[src/logic/rv_core_defs.svh]
`ifndef RV_CORE_DEFS_SVH
`define RV_CORE_DEFS_SVH

// Core sizing for the RV32I execution subsystem

// Data word width, shared by every datapath block
`define RV_XLEN 32

// Architectural register count
// x0 is included and always reads zero
`define RV_NREGS 32

// Scratch data memory depth in words
// Word index comes from address bits above the byte offset
`define RV_DMEM_WORDS 16

`endif

[src/logic/rv_core_pkg.sv]
`include "rv_core_defs.svh"

package rv_core_pkg;

    // Major opcodes, bits 6:0 of the instruction
    typedef enum logic [6:0] {
        OPC_OP     = 7'b0110011,  // Register-register ALU
        OPC_OP_IMM = 7'b0010011,  // Register-immediate ALU
        OPC_LUI    = 7'b0110111,
        OPC_LOAD   = 7'b0000011,  // Only lw is supported
        OPC_STORE  = 7'b0100011   // Only sw is supported
    } opcode_e;

    typedef enum logic [3:0] {
        ALU_ADD,
        ALU_SUB,
        ALU_AND,
        ALU_OR,
        ALU_XOR,
        ALU_SLL,
        ALU_SRL,
        ALU_SRA,
        ALU_SLT,   // Signed compare
        ALU_SLTU   // Unsigned compare
    } alu_op_e;

    // Write-back source, same code points as the register mux
    typedef enum logic [1:0] {
        WB_NONE = 2'b00,
        WB_MEM  = 2'b01,
        WB_IMM  = 2'b10,
        WB_ALU  = 2'b11
    } wb_sel_e;

    typedef struct packed {
        logic [6:0] funct7;
        logic [4:0] rs2;
        logic [4:0] rs1;
        logic [2:0] funct3;
        logic [4:0] rd;
        logic [6:0] opcode;
    } r_fmt_t;

    typedef struct packed {
        logic [11:0] imm;
        logic [4:0]  rs1;
        logic [2:0]  funct3;
        logic [4:0]  rd;
        logic [6:0]  opcode;
    } i_fmt_t;

    typedef struct packed {
        logic [6:0] imm_hi;  // imm[11:5]
        logic [4:0] rs2;
        logic [4:0] rs1;
        logic [2:0] funct3;
        logic [4:0] imm_lo;  // imm[4:0]
        logic [6:0] opcode;
    } s_fmt_t;

    // One instruction word, three field layouts
    typedef union packed {
        r_fmt_t r;
        i_fmt_t i;
        s_fmt_t s;
    } instr_u;

    // Decoded controls handed to the datapath
    typedef struct packed {
        alu_op_e    alu_op;
        logic       use_imm;   // ALU operand b from the immediate
        wb_sel_e    wb_sel;
        logic       reg_we;
        logic       mem_we;
        logic       illegal;
        logic [4:0] rd;
    } ctrl_t;

    // Returned with instr_ack
    typedef struct packed {
        logic [4:0]          rd;
        logic [`RV_XLEN-1:0] value;
        logic                wrote_reg;  // Register actually changed
        logic                illegal;
    } result_t;

endpackage

[src/logic/rv_control.sv]
`include "rv_core_defs.svh"

module rv_control import rv_core_pkg::*; (
    input  logic                clk,
    input  logic                rst_n,
    input  logic                instr_req,  // Four-phase request from the agent
    input  instr_u              instr,
    output logic                instr_ack,
    output instr_u              cur_instr,  // Latched word, stable through EXEC and ACK
    output ctrl_t               ctrl,
    input  logic [`RV_XLEN-1:0] wb_value,   // Selected write-back data
    output result_t             result
);

    typedef enum logic [1:0] {
        ST_IDLE,
        ST_EXEC,  // Exactly one cycle
        ST_ACK    // Held until req drops
    } state_e;

    state_e     state;
    ctrl_t      dec;    // Raw decode, enables not yet qualified by state
    logic [6:0] opcode;
    logic [2:0] f3;
    logic [6:0] f7;
    logic       alt;    // funct7 of sub / sra

    assign opcode = cur_instr.r.opcode;
    assign f3     = cur_instr.r.funct3;
    assign f7     = cur_instr.r.funct7;  // Same bits as imm[11:5] in the I view
    assign alt    = (f7 == 7'b0100000);

    // funct3 to ALU op, shared by OP and OP_IMM
    function automatic alu_op_e f3_to_op(input logic [2:0] fn3, input logic alt_op);
        case (fn3)
            3'b000:  f3_to_op = alt_op ? ALU_SUB : ALU_ADD;
            3'b001:  f3_to_op = ALU_SLL;
            3'b010:  f3_to_op = ALU_SLT;
            3'b011:  f3_to_op = ALU_SLTU;
            3'b100:  f3_to_op = ALU_XOR;
            3'b101:  f3_to_op = alt_op ? ALU_SRA : ALU_SRL;
            3'b110:  f3_to_op = ALU_OR;
            default: f3_to_op = ALU_AND;
        endcase
    endfunction

    always_comb begin : decode
        dec    = '0;
        dec.rd = cur_instr.r.rd;
        case (opcode)
            OPC_OP: begin
                dec.alu_op  = f3_to_op(f3, alt);
                dec.wb_sel  = WB_ALU;
                dec.reg_we  = 1'b1;
                // Alternate funct7 only exists for sub and sra
                dec.illegal = !((f7 == 7'b0) || (alt && (f3 == 3'b000 || f3 == 3'b101)));
            end
            OPC_OP_IMM: begin
                dec.alu_op  = f3_to_op(f3, alt && (f3 == 3'b101));  // No subi
                dec.use_imm = 1'b1;
                dec.wb_sel  = WB_ALU;
                dec.reg_we  = 1'b1;
                if (f3 == 3'b001) begin
                    dec.illegal = (f7 != 7'b0);  // slli
                end else if (f3 == 3'b101) begin
                    dec.illegal = !((f7 == 7'b0) || alt);  // srli / srai
                end
            end
            OPC_LUI: begin
                dec.wb_sel = WB_IMM;
                dec.reg_we = 1'b1;
            end
            OPC_LOAD: begin
                dec.use_imm = 1'b1;  // Base plus offset
                dec.wb_sel  = WB_MEM;
                dec.reg_we  = 1'b1;
                dec.illegal = (f3 != 3'b010);  // Word only
            end
            OPC_STORE: begin
                dec.use_imm = 1'b1;
                dec.wb_sel  = WB_ALU;  // Reports the address sum, no register write
                dec.mem_we  = 1'b1;
                dec.illegal = (f3 != 3'b010);
            end
            default: dec.illegal = 1'b1;
        endcase
        if (dec.illegal) begin  // Illegal changes nothing
            dec.wb_sel = WB_NONE;
            dec.reg_we = 1'b0;
            dec.mem_we = 1'b0;
        end
    end

    // Writes only during the single EXEC cycle
    always_comb begin
        ctrl        = dec;
        ctrl.reg_we = dec.reg_we && (state == ST_EXEC);
        ctrl.mem_we = dec.mem_we && (state == ST_EXEC);
    end

    assign instr_ack = (state == ST_ACK);

    always_ff @(posedge clk) begin
        if (!rst_n) begin
            state  <= ST_IDLE;
            result <= '0;
        end else begin
            case (state)
                ST_IDLE: begin
                    if (instr_req) begin
                        cur_instr <= instr;  // Agent holds it stable with req
                        state     <= ST_EXEC;
                    end
                end
                ST_EXEC: begin
                    result.rd        <= ctrl.rd;
                    result.value     <= wb_value;
                    result.wrote_reg <= ctrl.reg_we && (ctrl.rd != 5'd0);
                    result.illegal   <= ctrl.illegal;
                    state            <= ST_ACK;
                end
                default: begin
                    if (!instr_req) state <= ST_IDLE;  // Back-pressure holds here
                end
            endcase
        end
    end

endmodule

[src/logic/rv_regfile.sv]
`include "rv_core_defs.svh"

module rv_regfile import rv_core_pkg::*; (
    input  logic                clk,
    input  logic                rst_n,
    input  logic [4:0]          rs1_addr,
    input  logic [4:0]          rs2_addr,
    input  logic [4:0]          rd_addr,
    input  logic                we,
    input  wb_sel_e             wb_sel,         // Write data source
    input  logic [`RV_XLEN-1:0] data_from_mem,
    input  logic [`RV_XLEN-1:0] data_from_imm,  // lui path
    input  logic [`RV_XLEN-1:0] data_from_alu,
    output logic [`RV_XLEN-1:0] wb_value,       // Also reported back to control
    output logic [`RV_XLEN-1:0] rs1_data,
    output logic [`RV_XLEN-1:0] rs2_data
);

    logic [`RV_XLEN-1:0] regs [`RV_NREGS];

    // Three-way data select, none gives zero
    always_comb begin : select_wb
        case (wb_sel)
            WB_MEM:  wb_value = data_from_mem;
            WB_IMM:  wb_value = data_from_imm;
            WB_ALU:  wb_value = data_from_alu;
            default: wb_value = '0;
        endcase
    end

    // x0 forced to zero on read
    assign rs1_data = (rs1_addr == 5'd0) ? '0 : regs[rs1_addr];
    assign rs2_data = (rs2_addr == 5'd0) ? '0 : regs[rs2_addr];

    always_ff @(posedge clk) begin
        if (!rst_n) begin
            for (int i = 0; i < `RV_NREGS; i++) begin
                regs[i] <= '0;
            end
        end else if (we && (rd_addr != 5'd0)) begin  // Writes to x0 are dropped
            regs[rd_addr] <= wb_value;
        end
    end

endmodule

[src/logic/rv_alu.sv]
`include "rv_core_defs.svh"

module rv_alu import rv_core_pkg::*; (
    input  alu_op_e             op,
    input  logic [`RV_XLEN-1:0] a,  // rs1
    input  logic [`RV_XLEN-1:0] b,  // rs2 or immediate
    output logic [`RV_XLEN-1:0] y
);

    logic [4:0] shamt;
    logic       lt_s;
    logic       lt_u;

    assign shamt = b[4:0];  // Upper bits ignored, as in RV32I
    assign lt_s  = ($signed(a) < $signed(b));
    assign lt_u  = (a < b);

    always_comb begin
        case (op)
            ALU_ADD:  y = a + b;  // Also the lw / sw address
            ALU_SUB:  y = a - b;
            ALU_AND:  y = a & b;
            ALU_OR:   y = a | b;
            ALU_XOR:  y = a ^ b;
            ALU_SLL:  y = a << shamt;
            ALU_SRL:  y = a >> shamt;
            ALU_SRA:  y = $unsigned($signed(a) >>> shamt);  // Sign fill
            ALU_SLT:  y = {{(`RV_XLEN-1){1'b0}}, lt_s};
            ALU_SLTU: y = {{(`RV_XLEN-1){1'b0}}, lt_u};
            default:  y = '0;
        endcase
    end

endmodule

[src/logic/rv_imm_gen.sv]
`include "rv_core_defs.svh"

module rv_imm_gen import rv_core_pkg::*; (
    input  instr_u              instr,
    output logic [`RV_XLEN-1:0] imm
);

    logic [`RV_XLEN-1:0] imm_i;
    logic [`RV_XLEN-1:0] imm_s;
    logic [`RV_XLEN-1:0] imm_u;

    // I-type, sign bit is instr[31]
    assign imm_i = {{(`RV_XLEN-12){instr.i.imm[11]}}, instr.i.imm};

    // S-type, split field rejoined
    assign imm_s = {{(`RV_XLEN-12){instr.s.imm_hi[6]}}, instr.s.imm_hi, instr.s.imm_lo};

    // U-type is bits 31:12 of the word with the low 12 cleared
    assign imm_u = {instr.i.imm, instr.i.rs1, instr.i.funct3, 12'b0};

    always_comb begin
        case (instr.r.opcode)
            OPC_OP_IMM, OPC_LOAD: imm = imm_i;
            OPC_STORE:            imm = imm_s;
            OPC_LUI:              imm = imm_u;
            default:              imm = '0;  // R-type and unknown
        endcase
    end

endmodule

[src/logic/rv_dmem.sv]
`include "rv_core_defs.svh"

module rv_dmem (
    input  logic                clk,
    input  logic                rst_n,
    input  logic [`RV_XLEN-1:0] addr,   // Byte address from the ALU
    input  logic                we,
    input  logic [`RV_XLEN-1:0] wdata,
    output logic [`RV_XLEN-1:0] rdata
);

    localparam int AW = $clog2(`RV_DMEM_WORDS);  // 4 for 16 words

    logic [`RV_XLEN-1:0] mem [`RV_DMEM_WORDS];
    logic [AW-1:0]       idx;

    // Byte offset dropped, upper bits wrap
    assign idx = addr[AW+1:2];

    assign rdata = mem[idx];  // Combinational read

    always_ff @(posedge clk) begin
        if (!rst_n) begin
            for (int i = 0; i < `RV_DMEM_WORDS; i++) begin
                mem[i] <= '0;
            end
        end else if (we) begin
            mem[idx] <= wdata;
        end
    end

endmodule

[src/logic/rv_core_top.sv]
`include "rv_core_defs.svh"

module rv_core_top import rv_core_pkg::*; (
    input  logic    clk,
    input  logic    rst_n,
    input  logic    instr_req,
    input  instr_u  instr,
    output logic    instr_ack,
    output result_t result
);

    instr_u              cur_instr;
    ctrl_t               ctrl;
    logic [`RV_XLEN-1:0] imm;
    logic [`RV_XLEN-1:0] rs1_data;
    logic [`RV_XLEN-1:0] rs2_data;
    logic [`RV_XLEN-1:0] alu_b;
    logic [`RV_XLEN-1:0] alu_y;      // Result and memory address
    logic [`RV_XLEN-1:0] mem_rdata;
    logic [`RV_XLEN-1:0] wb_value;

    rv_control i_rv_control (
        .clk       (clk),
        .rst_n     (rst_n),
        .instr_req (instr_req),
        .instr     (instr),
        .instr_ack (instr_ack),
        .cur_instr (cur_instr),
        .ctrl      (ctrl),
        .wb_value  (wb_value),
        .result    (result)
    );

    rv_imm_gen i_rv_imm_gen (
        .instr (cur_instr),
        .imm   (imm)
    );

    rv_regfile i_rv_regfile (
        .clk           (clk),
        .rst_n         (rst_n),
        .rs1_addr      (cur_instr.r.rs1),
        .rs2_addr      (cur_instr.r.rs2),
        .rd_addr       (ctrl.rd),
        .we            (ctrl.reg_we),
        .wb_sel        (ctrl.wb_sel),
        .data_from_mem (mem_rdata),
        .data_from_imm (imm),
        .data_from_alu (alu_y),
        .wb_value      (wb_value),
        .rs1_data      (rs1_data),
        .rs2_data      (rs2_data)
    );

    assign alu_b = ctrl.use_imm ? imm : rs2_data;  // Operand b select

    rv_alu i_rv_alu (
        .op (ctrl.alu_op),
        .a  (rs1_data),
        .b  (alu_b),
        .y  (alu_y)
    );

    rv_dmem i_rv_dmem (
        .clk   (clk),
        .rst_n (rst_n),
        .addr  (alu_y),
        .we    (ctrl.mem_we),
        .wdata (rs2_data),  // sw data
        .rdata (mem_rdata)
    );

endmodule

[config.mk]
export PLATFORM = sky130hd
export DESIGN_NAME = rv_core_top
export DESIGN_NICKNAME = d
export VERILOG_FILES = /design/src/logic/rv_core_pkg.sv /design/src/logic/rv_control.sv /design/src/logic/rv_regfile.sv /design/src/logic/rv_alu.sv /design/src/logic/rv_imm_gen.sv /design/src/logic/rv_dmem.sv /design/src/logic/rv_core_top.sv
export VERILOG_INCLUDE_DIRS = /design/src /design/src/logic
export SDC_FILE = /design/constraint.sdc
export NUM_CORES = 2
export LEC_CHECK = 0
export BUFFER_PORTS_ARGS = -buffer_cell sky130_fd_sc_hd__buf_2
export CORE_MARGIN = 2
export CORE_UTILIZATION = 51
export CTS_CLUSTER_DIAMETER = 80
export CTS_CLUSTER_SIZE = 8
export DETAILED_ROUTE_END_ITERATION = 6
export PLACE_DENSITY = 0.69
export SLEW_MARGIN = 20
export SYNTH_ARGS = -nofsm -noshare
export SYNTH_HDL_FRONTEND = slang
export SYNTH_HIERARCHICAL = 1
export SYNTH_SLANG_ARGS = --single-unit
[constraint.sdc]
create_clock -name clk -period 8.34 [get_ports clk]
set_input_delay 0.834 -clock clk [delete_from_list [all_inputs] [get_ports clk]]
set_output_delay 0.834 -clock clk [all_outputs]
set_load 0.005 [all_outputs]
# Word level (Yosys, flattened, before mapping)
# Memories as Yosys holds them, arrays and structs flattened. A register that Yosys moved wholly into a read port is not among the register bits.
# Index checks and enable logic that the tools add are counted.
[totals]
register_bits = 73
latch_bits = 0
ram_bits = 1536
rom_bits = 0
inputBits = 35
out_inout_bits = 40
wordCells = 113
n_memories = 2
[classes]
add_sub_neg = 2
mul = 0
div_mod_pow = 0
magnitude_cmp = 2
eq_ne = 29
shifts = 3
muxes = 39
bitwise_logic = 3
reduce_logical = 27
[mem_list]
columns = ["memory", "words", "width", "read_ports", "rd_clocked_by_memory_dff", "write_ports", "line_no", "text"]
rows = [
  ["i_rv_regfile.regs", 32, 32, 2, 2, 32, "rv_regfile.sv:19", "logic [`RV_XLEN-1:0] regs [`RV_NREGS];"],
  ["i_rv_dmem.mem", 16, 32, 1, 0, 16, "rv_dmem.sv:14", "logic [`RV_XLEN-1:0] mem [`RV_DMEM_WORDS];"],
]
[op_table]
columns = ["op", "n"]
rows = [
  ["case mux 32 bit (10 select lines)", 1],
  ["case mux 32 bit (3 select lines)", 2],
  ["two-way mux 32 bit", 5],
  ["less-than comparator 32 bit", 2],
  ["OR reduction 32 bit", 2],
  ["case mux 4 bit (7 select lines)", 2],
  ["adder 32 bit", 1],
  ["bitwise AND 32 bit", 1],
  ["OR 32 bit", 1],
  ["left shift 32 x 5 -> 32 bit", 1],
  [">> shifter 32 x 5 -> 32 bit", 1],
  [">>> shifter 32 x 5 -> 32 bit", 1],
  ["subtractor 32 bit", 1],
  ["bitwise XOR 32 bit", 1],
  ["equality test 7 x 6 -> 1 bit (second input constant)", 4],
  ["two-way mux 1 bit", 18],
  ["equality test 4 x 3 -> 1 bit (second input constant)", 4],
  ["two-way mux 5 bit", 3],
  ["zero test 5 bit", 2],
  ["equality test 3 bit (second input constant)", 3],
  ["equality test 4 x 2 -> 1 bit (second input constant)", 2],
  ["equality test 4 bit (second input constant)", 2],
  ["two-way mux 4 bit", 2],
  ["case mux 4 bit (2 select lines)", 1],
  ["28 further kinds", 42],
]

# Depth between registers and ports, before layout
[depth]
word_depth = 14
ltp_mapped = 33
ltp_nobuf = 23

# Modules after synthesis
# Netlist, hierarchy kept.
[by_module_without_submodules]
columns = ["module", "n_inst", "cells_per_inst", "area_per_inst_um2", "seq_area_each_um2"]
rows = [
  ["rv_regfile", 1, 3723, 53292.4, 30749.5],
  ["rv_dmem", 1, 1418, 22902.0, 15374.7],
  ["rv_alu", 1, 1180, 8052.7, 0.0],
  ["rv_control", 1, 259, 2802.7, 1781.7],
  ["rv_core_top", 1, 36, 544.3, 0.0],
  ["rv_imm_gen", 1, 76, 415.4, 0.0],
]

# Least setup slack after synthesis
# No wires, ideal clock.
[synth_path]
path_kind = "reg2reg"
startpoint = "reg i_rv_control/cur_instr[21] in the netlist's numbering"
endpoint = "mem i_rv_dmem/mem[13][0] in the netlist's numbering (enable)"
setup_time_ns = 0.466
t_arrival_ns = 7.304
t_required_ns = 7.874
path_slack_ns = 0.570
stages_incl_launch_ff = 21
n_path_buf = 5
period_less_slack_ns = 7.770
path_cell_list = "edfxtp_1 buf_6 buf_6 mux4_2 mux2_2 o21ai_1 a311oi_1 mux2_4 inv_1 buf_2 buf_1 buf_1 ha_1 inv_1 o221ai_1 and2_1 mux2i_1 xor2_1 o21ai_0 nand4_1 o21ai_0"
[synth_lines]
columns = ["element", "line_no", "text"]
rows = [
  ["from (decl)", "rv_control.sv:9", "output instr_u cur_instr,"],
  ["from (signal assigned)", "rv_control.sv:111", "cur_instr <= instr;"],
  ["to (decl)", "rv_dmem.sv:14", ""],
]

==> results by group <==
Status
  • Status: completed

Clock network
  • Worst skew pair latency: 0.91 ns
  • Clock Path Buffers: 3
  • # hold bufs at CTS: 0
  • Reg clk slew, reported paths: 0.06 ns
  • Clock Sinks: 1609
  • Setup repair bufs after CTS: 0
  • Clock root buffer master: clkbuf_16
  • CTS Buf Count: roughly 220
  • Post_cts resized: 0
  • CTS H-Tree Depth: 4
  • CTS tree: built

Place
  • HPWL Detailed: 213000 um
  • Dpl ws: 0.799 ns
  • GP Congestion: 1.02
  • I/O Buffers: 74
  • Placed Cells: slightly below 9000

Layout
  • Non-filler instance count after layout: 9177
  • Fraction of layout cells with a size suffix above 1: 25.3%
  • # nets final: 6933
  • Area Growth Syn to Fin: 12.7%

Floorplanning
  • Starting Density: roughly half
  • Core area: ~170000 um2
  • FP Rows: 152
  • Num ports: 75
  • Die Span Y: 419 um
  • Die X: 419 um
  • Die ar.: 176000 um2

Drt
  • Vias per inst: 6.87
  • Vias post-DR: between 60000 and 70000
  • DR DRC count: 0
  • DR pass1 iterations: 7
  • WL/cell: 35.5 um
  • Total Wirelength: 326000 um
  • Initial DRC count: just over 9000
  • Final ANT Viol Nets: 0

Timing
  • Setup ws final: 0.390 ns
  • Period utilization: 95.3%
  • Final TNS setup: 0 ns
  • Fmax: 126 MHz
  • Max-slew violation count: 0
  • Clock Skews: between 0.08 and 0.09 ns
  • Worst Tran Pin Value: about 1.3 ns
  • Fin crit period: 7.95 ns
  • Hold Violations, Final: 0
  • Final setup fails: 0
  • Max-slew headroom: between 10% and 20%
  • RSZ-0062 raised after global routing: no

Critical path
  • Critical Path Source: i_rv_control/cur_instr[21]$_DFFE_PP_
  • Worst Reg-to-Reg Cells: 24
  • CP endpoint kind: flop
  • Crit path DAT: 8.57 ns
  • CP Depth: 24
  • Crit Path Category: flop to flop
  • Setup crit start kind: flop
  • Crit-path leading delay family: compound AO/OA/AOI/OAI gates
  • Slowest-stage cell, CP: o21ai_1
  • CP Cell Sequence: buf_12 > buf_4 > mux4_2 > mux2_2 > o21ai_1 > a311oi_2 > mux2_4 > clkinv_1 > ha_1 > a21oi_1 > o211ai_1 > nor4b_1 > nor3_1 > buf_4 > o211a_1 > o21a_1 > o21ai_0 > a2111oi_2 > o41a_1 > o22ai_1 > mux2_2 > a22oi_2 > buf_12 > nor2_1
  • Worst r2r dst: i_rv_regfile/regs[6][29]$_SDFFCE_PN0P_
  • Critical Path Sink: i_rv_regfile/regs[6][29]$_SDFFCE_PN0P_
  • Critical R2R Launch: i_rv_control/cur_instr[21]$_DFFE_PP_
  • WP buf/inv: 5
  • FF-to-FF setup slack: 0.39 ns
  • Worst path max stage delay: between 1 and 1.5 ns
  • Worst Path Required: 8.96 ns
  • Worst-path fanout max: 32

Pwr
  • Pleak: 34.8 nW
  • Peak supply drop: approximately 0.23 mV
  • Power Dens Cells: 219 nW/um2

Global route
  • Total GRT Usage: a little under two fifths
  • Vias in the first global route: 61800
  • Initial antenna violation count: 13
  • Pin count of the biggest net entering global routing: 68
  • First-pass GRT wire length: 457000 um
  • Gr ovfl total: 0

Logic synthesis
  • Mapped Area: around 88000 um2
  • Synthesized area per cell: 13.2 um2
  • Yosys Warn Count: 6
  • Mapped Cells: 6691

Worst hold path
  • Hold Crit Class: input port to flop

Flow run
  • Max cap viols: 0
report_power, final:
group          internal (mW)  switching [mW]  leakage [nW]  total (mW)
combinational           1.59            2.68          15.4        4.27
sequential              9.14           0.141          16.5        9.28
clock                   4.75            3.43          2.94        8.18
total                   15.5            6.25          34.8        21.7
flip-flops by register name (all words and copies together) (netlist names):
| name | count |
|---|---|
| i_rv_dmem/mem | 512 |
| i_rv_regfile/regs | 1024 |
| i_rv_control/state | 2 |
| i_rv_control/result | 39 |
| i_rv_control/cur_instr | 32 |
metrics by stage:
| step | util, % | cell area (um2) | hold slack [ns] | power, mW |
|---|---|---|---|---|
| after floorplan | - | 88100 | 0.460 | 11.9 |
| after global placement | 54.2 | 92900 | 0.448 | 13.5 |
| after detailed placement | 54.2 | 93000 | 0.455 | 13.5 |
| after CTS | 57.7 | 99100 | 0.0795 | 21.6 |
| after global routing | 57.8 | 99200 | 0.117 | 22.2 |
| final | 57.8 | 99200 | 0.133 | 21.7 |
worst min-delay path by stage:
stage,from,endpoint,slack [ns],cells past startpoint
floorplan,i_rv_control/result[24]$_SDFFE_PN0P_,i_rv_control/result[24]$_SDFFE_PN0P_,0.46,2
global placement,i_rv_control/result[21]$_SDFFE_PN0P_,i_rv_control/result[21]$_SDFFE_PN0P_,0.45,2
detailed placement,i_rv_control/result[35]$_SDFFE_PN0P_,i_rv_control/result[35]$_SDFFE_PN0P_,0.46,2
CTS,instr[10],i_rv_control/cur_instr[10]$_DFFE_PP_,0.08,1
global route,instr[10],i_rv_control/cur_instr[10]$_DFFE_PP_,0.12,1
finish,instr[10],i_rv_control/cur_instr[10]$_DFFE_PP_,0.13,1
final cells by class:
class | count | area (um2)
tap | 2310 | 2890
clock inverter | 16 | 410
fill | 13400 | 72300
inverter | 127 | 478
clock buffer | 269 | 5690
antenna | 5 | 12.5
timing repair buffer | 515 | 4630
sequential | 1609 | 47900
multi-input combinational | 4326 | 37200
layout by cell type, fill, tap and decap left out, types with 14 or more instances in the layout:
cell	instances
edfxtp_1	1568
nor2_1	1164
mux4_2	614
and2_1	521
buf_4	364
nand2_1	306
clkbuf_16	220
mux2i_1	175
a21oi_1	140
a22oi_1	127
o21ai_1	112
o21ai_0	105
mux2_2	104
ha_1	98
inv_1	92
a211oi_1	92
nor2b_1	77
buf_12	74
buf_2	73
a221oi_1	70
a311oi_2	53
clkbuf_1	49
dfxtp_1	41
a21boi_0	39
a22oi_2	34
inv_2	32
conb_1	32
mux2_4	30
nor3_1	29
o211ai_1	24
nand2_2	24
nand3_1	21
xnor2_1	19
o2111ai_1	17
and3_1	16
nor2_2	16
a31oi_1	14
o21bai_1	14
layer usage:
layer	routed length, um	vias to the layer above	track usage (%)
met5	66	-	0
met3	43100	1111	11.8
met4	30200	10	28.4
met1	108000	31700	45.0
met2	144000	4885	54.9
li1	-	25300	-
Note: power is estimated with default switching activity, not from simulation.
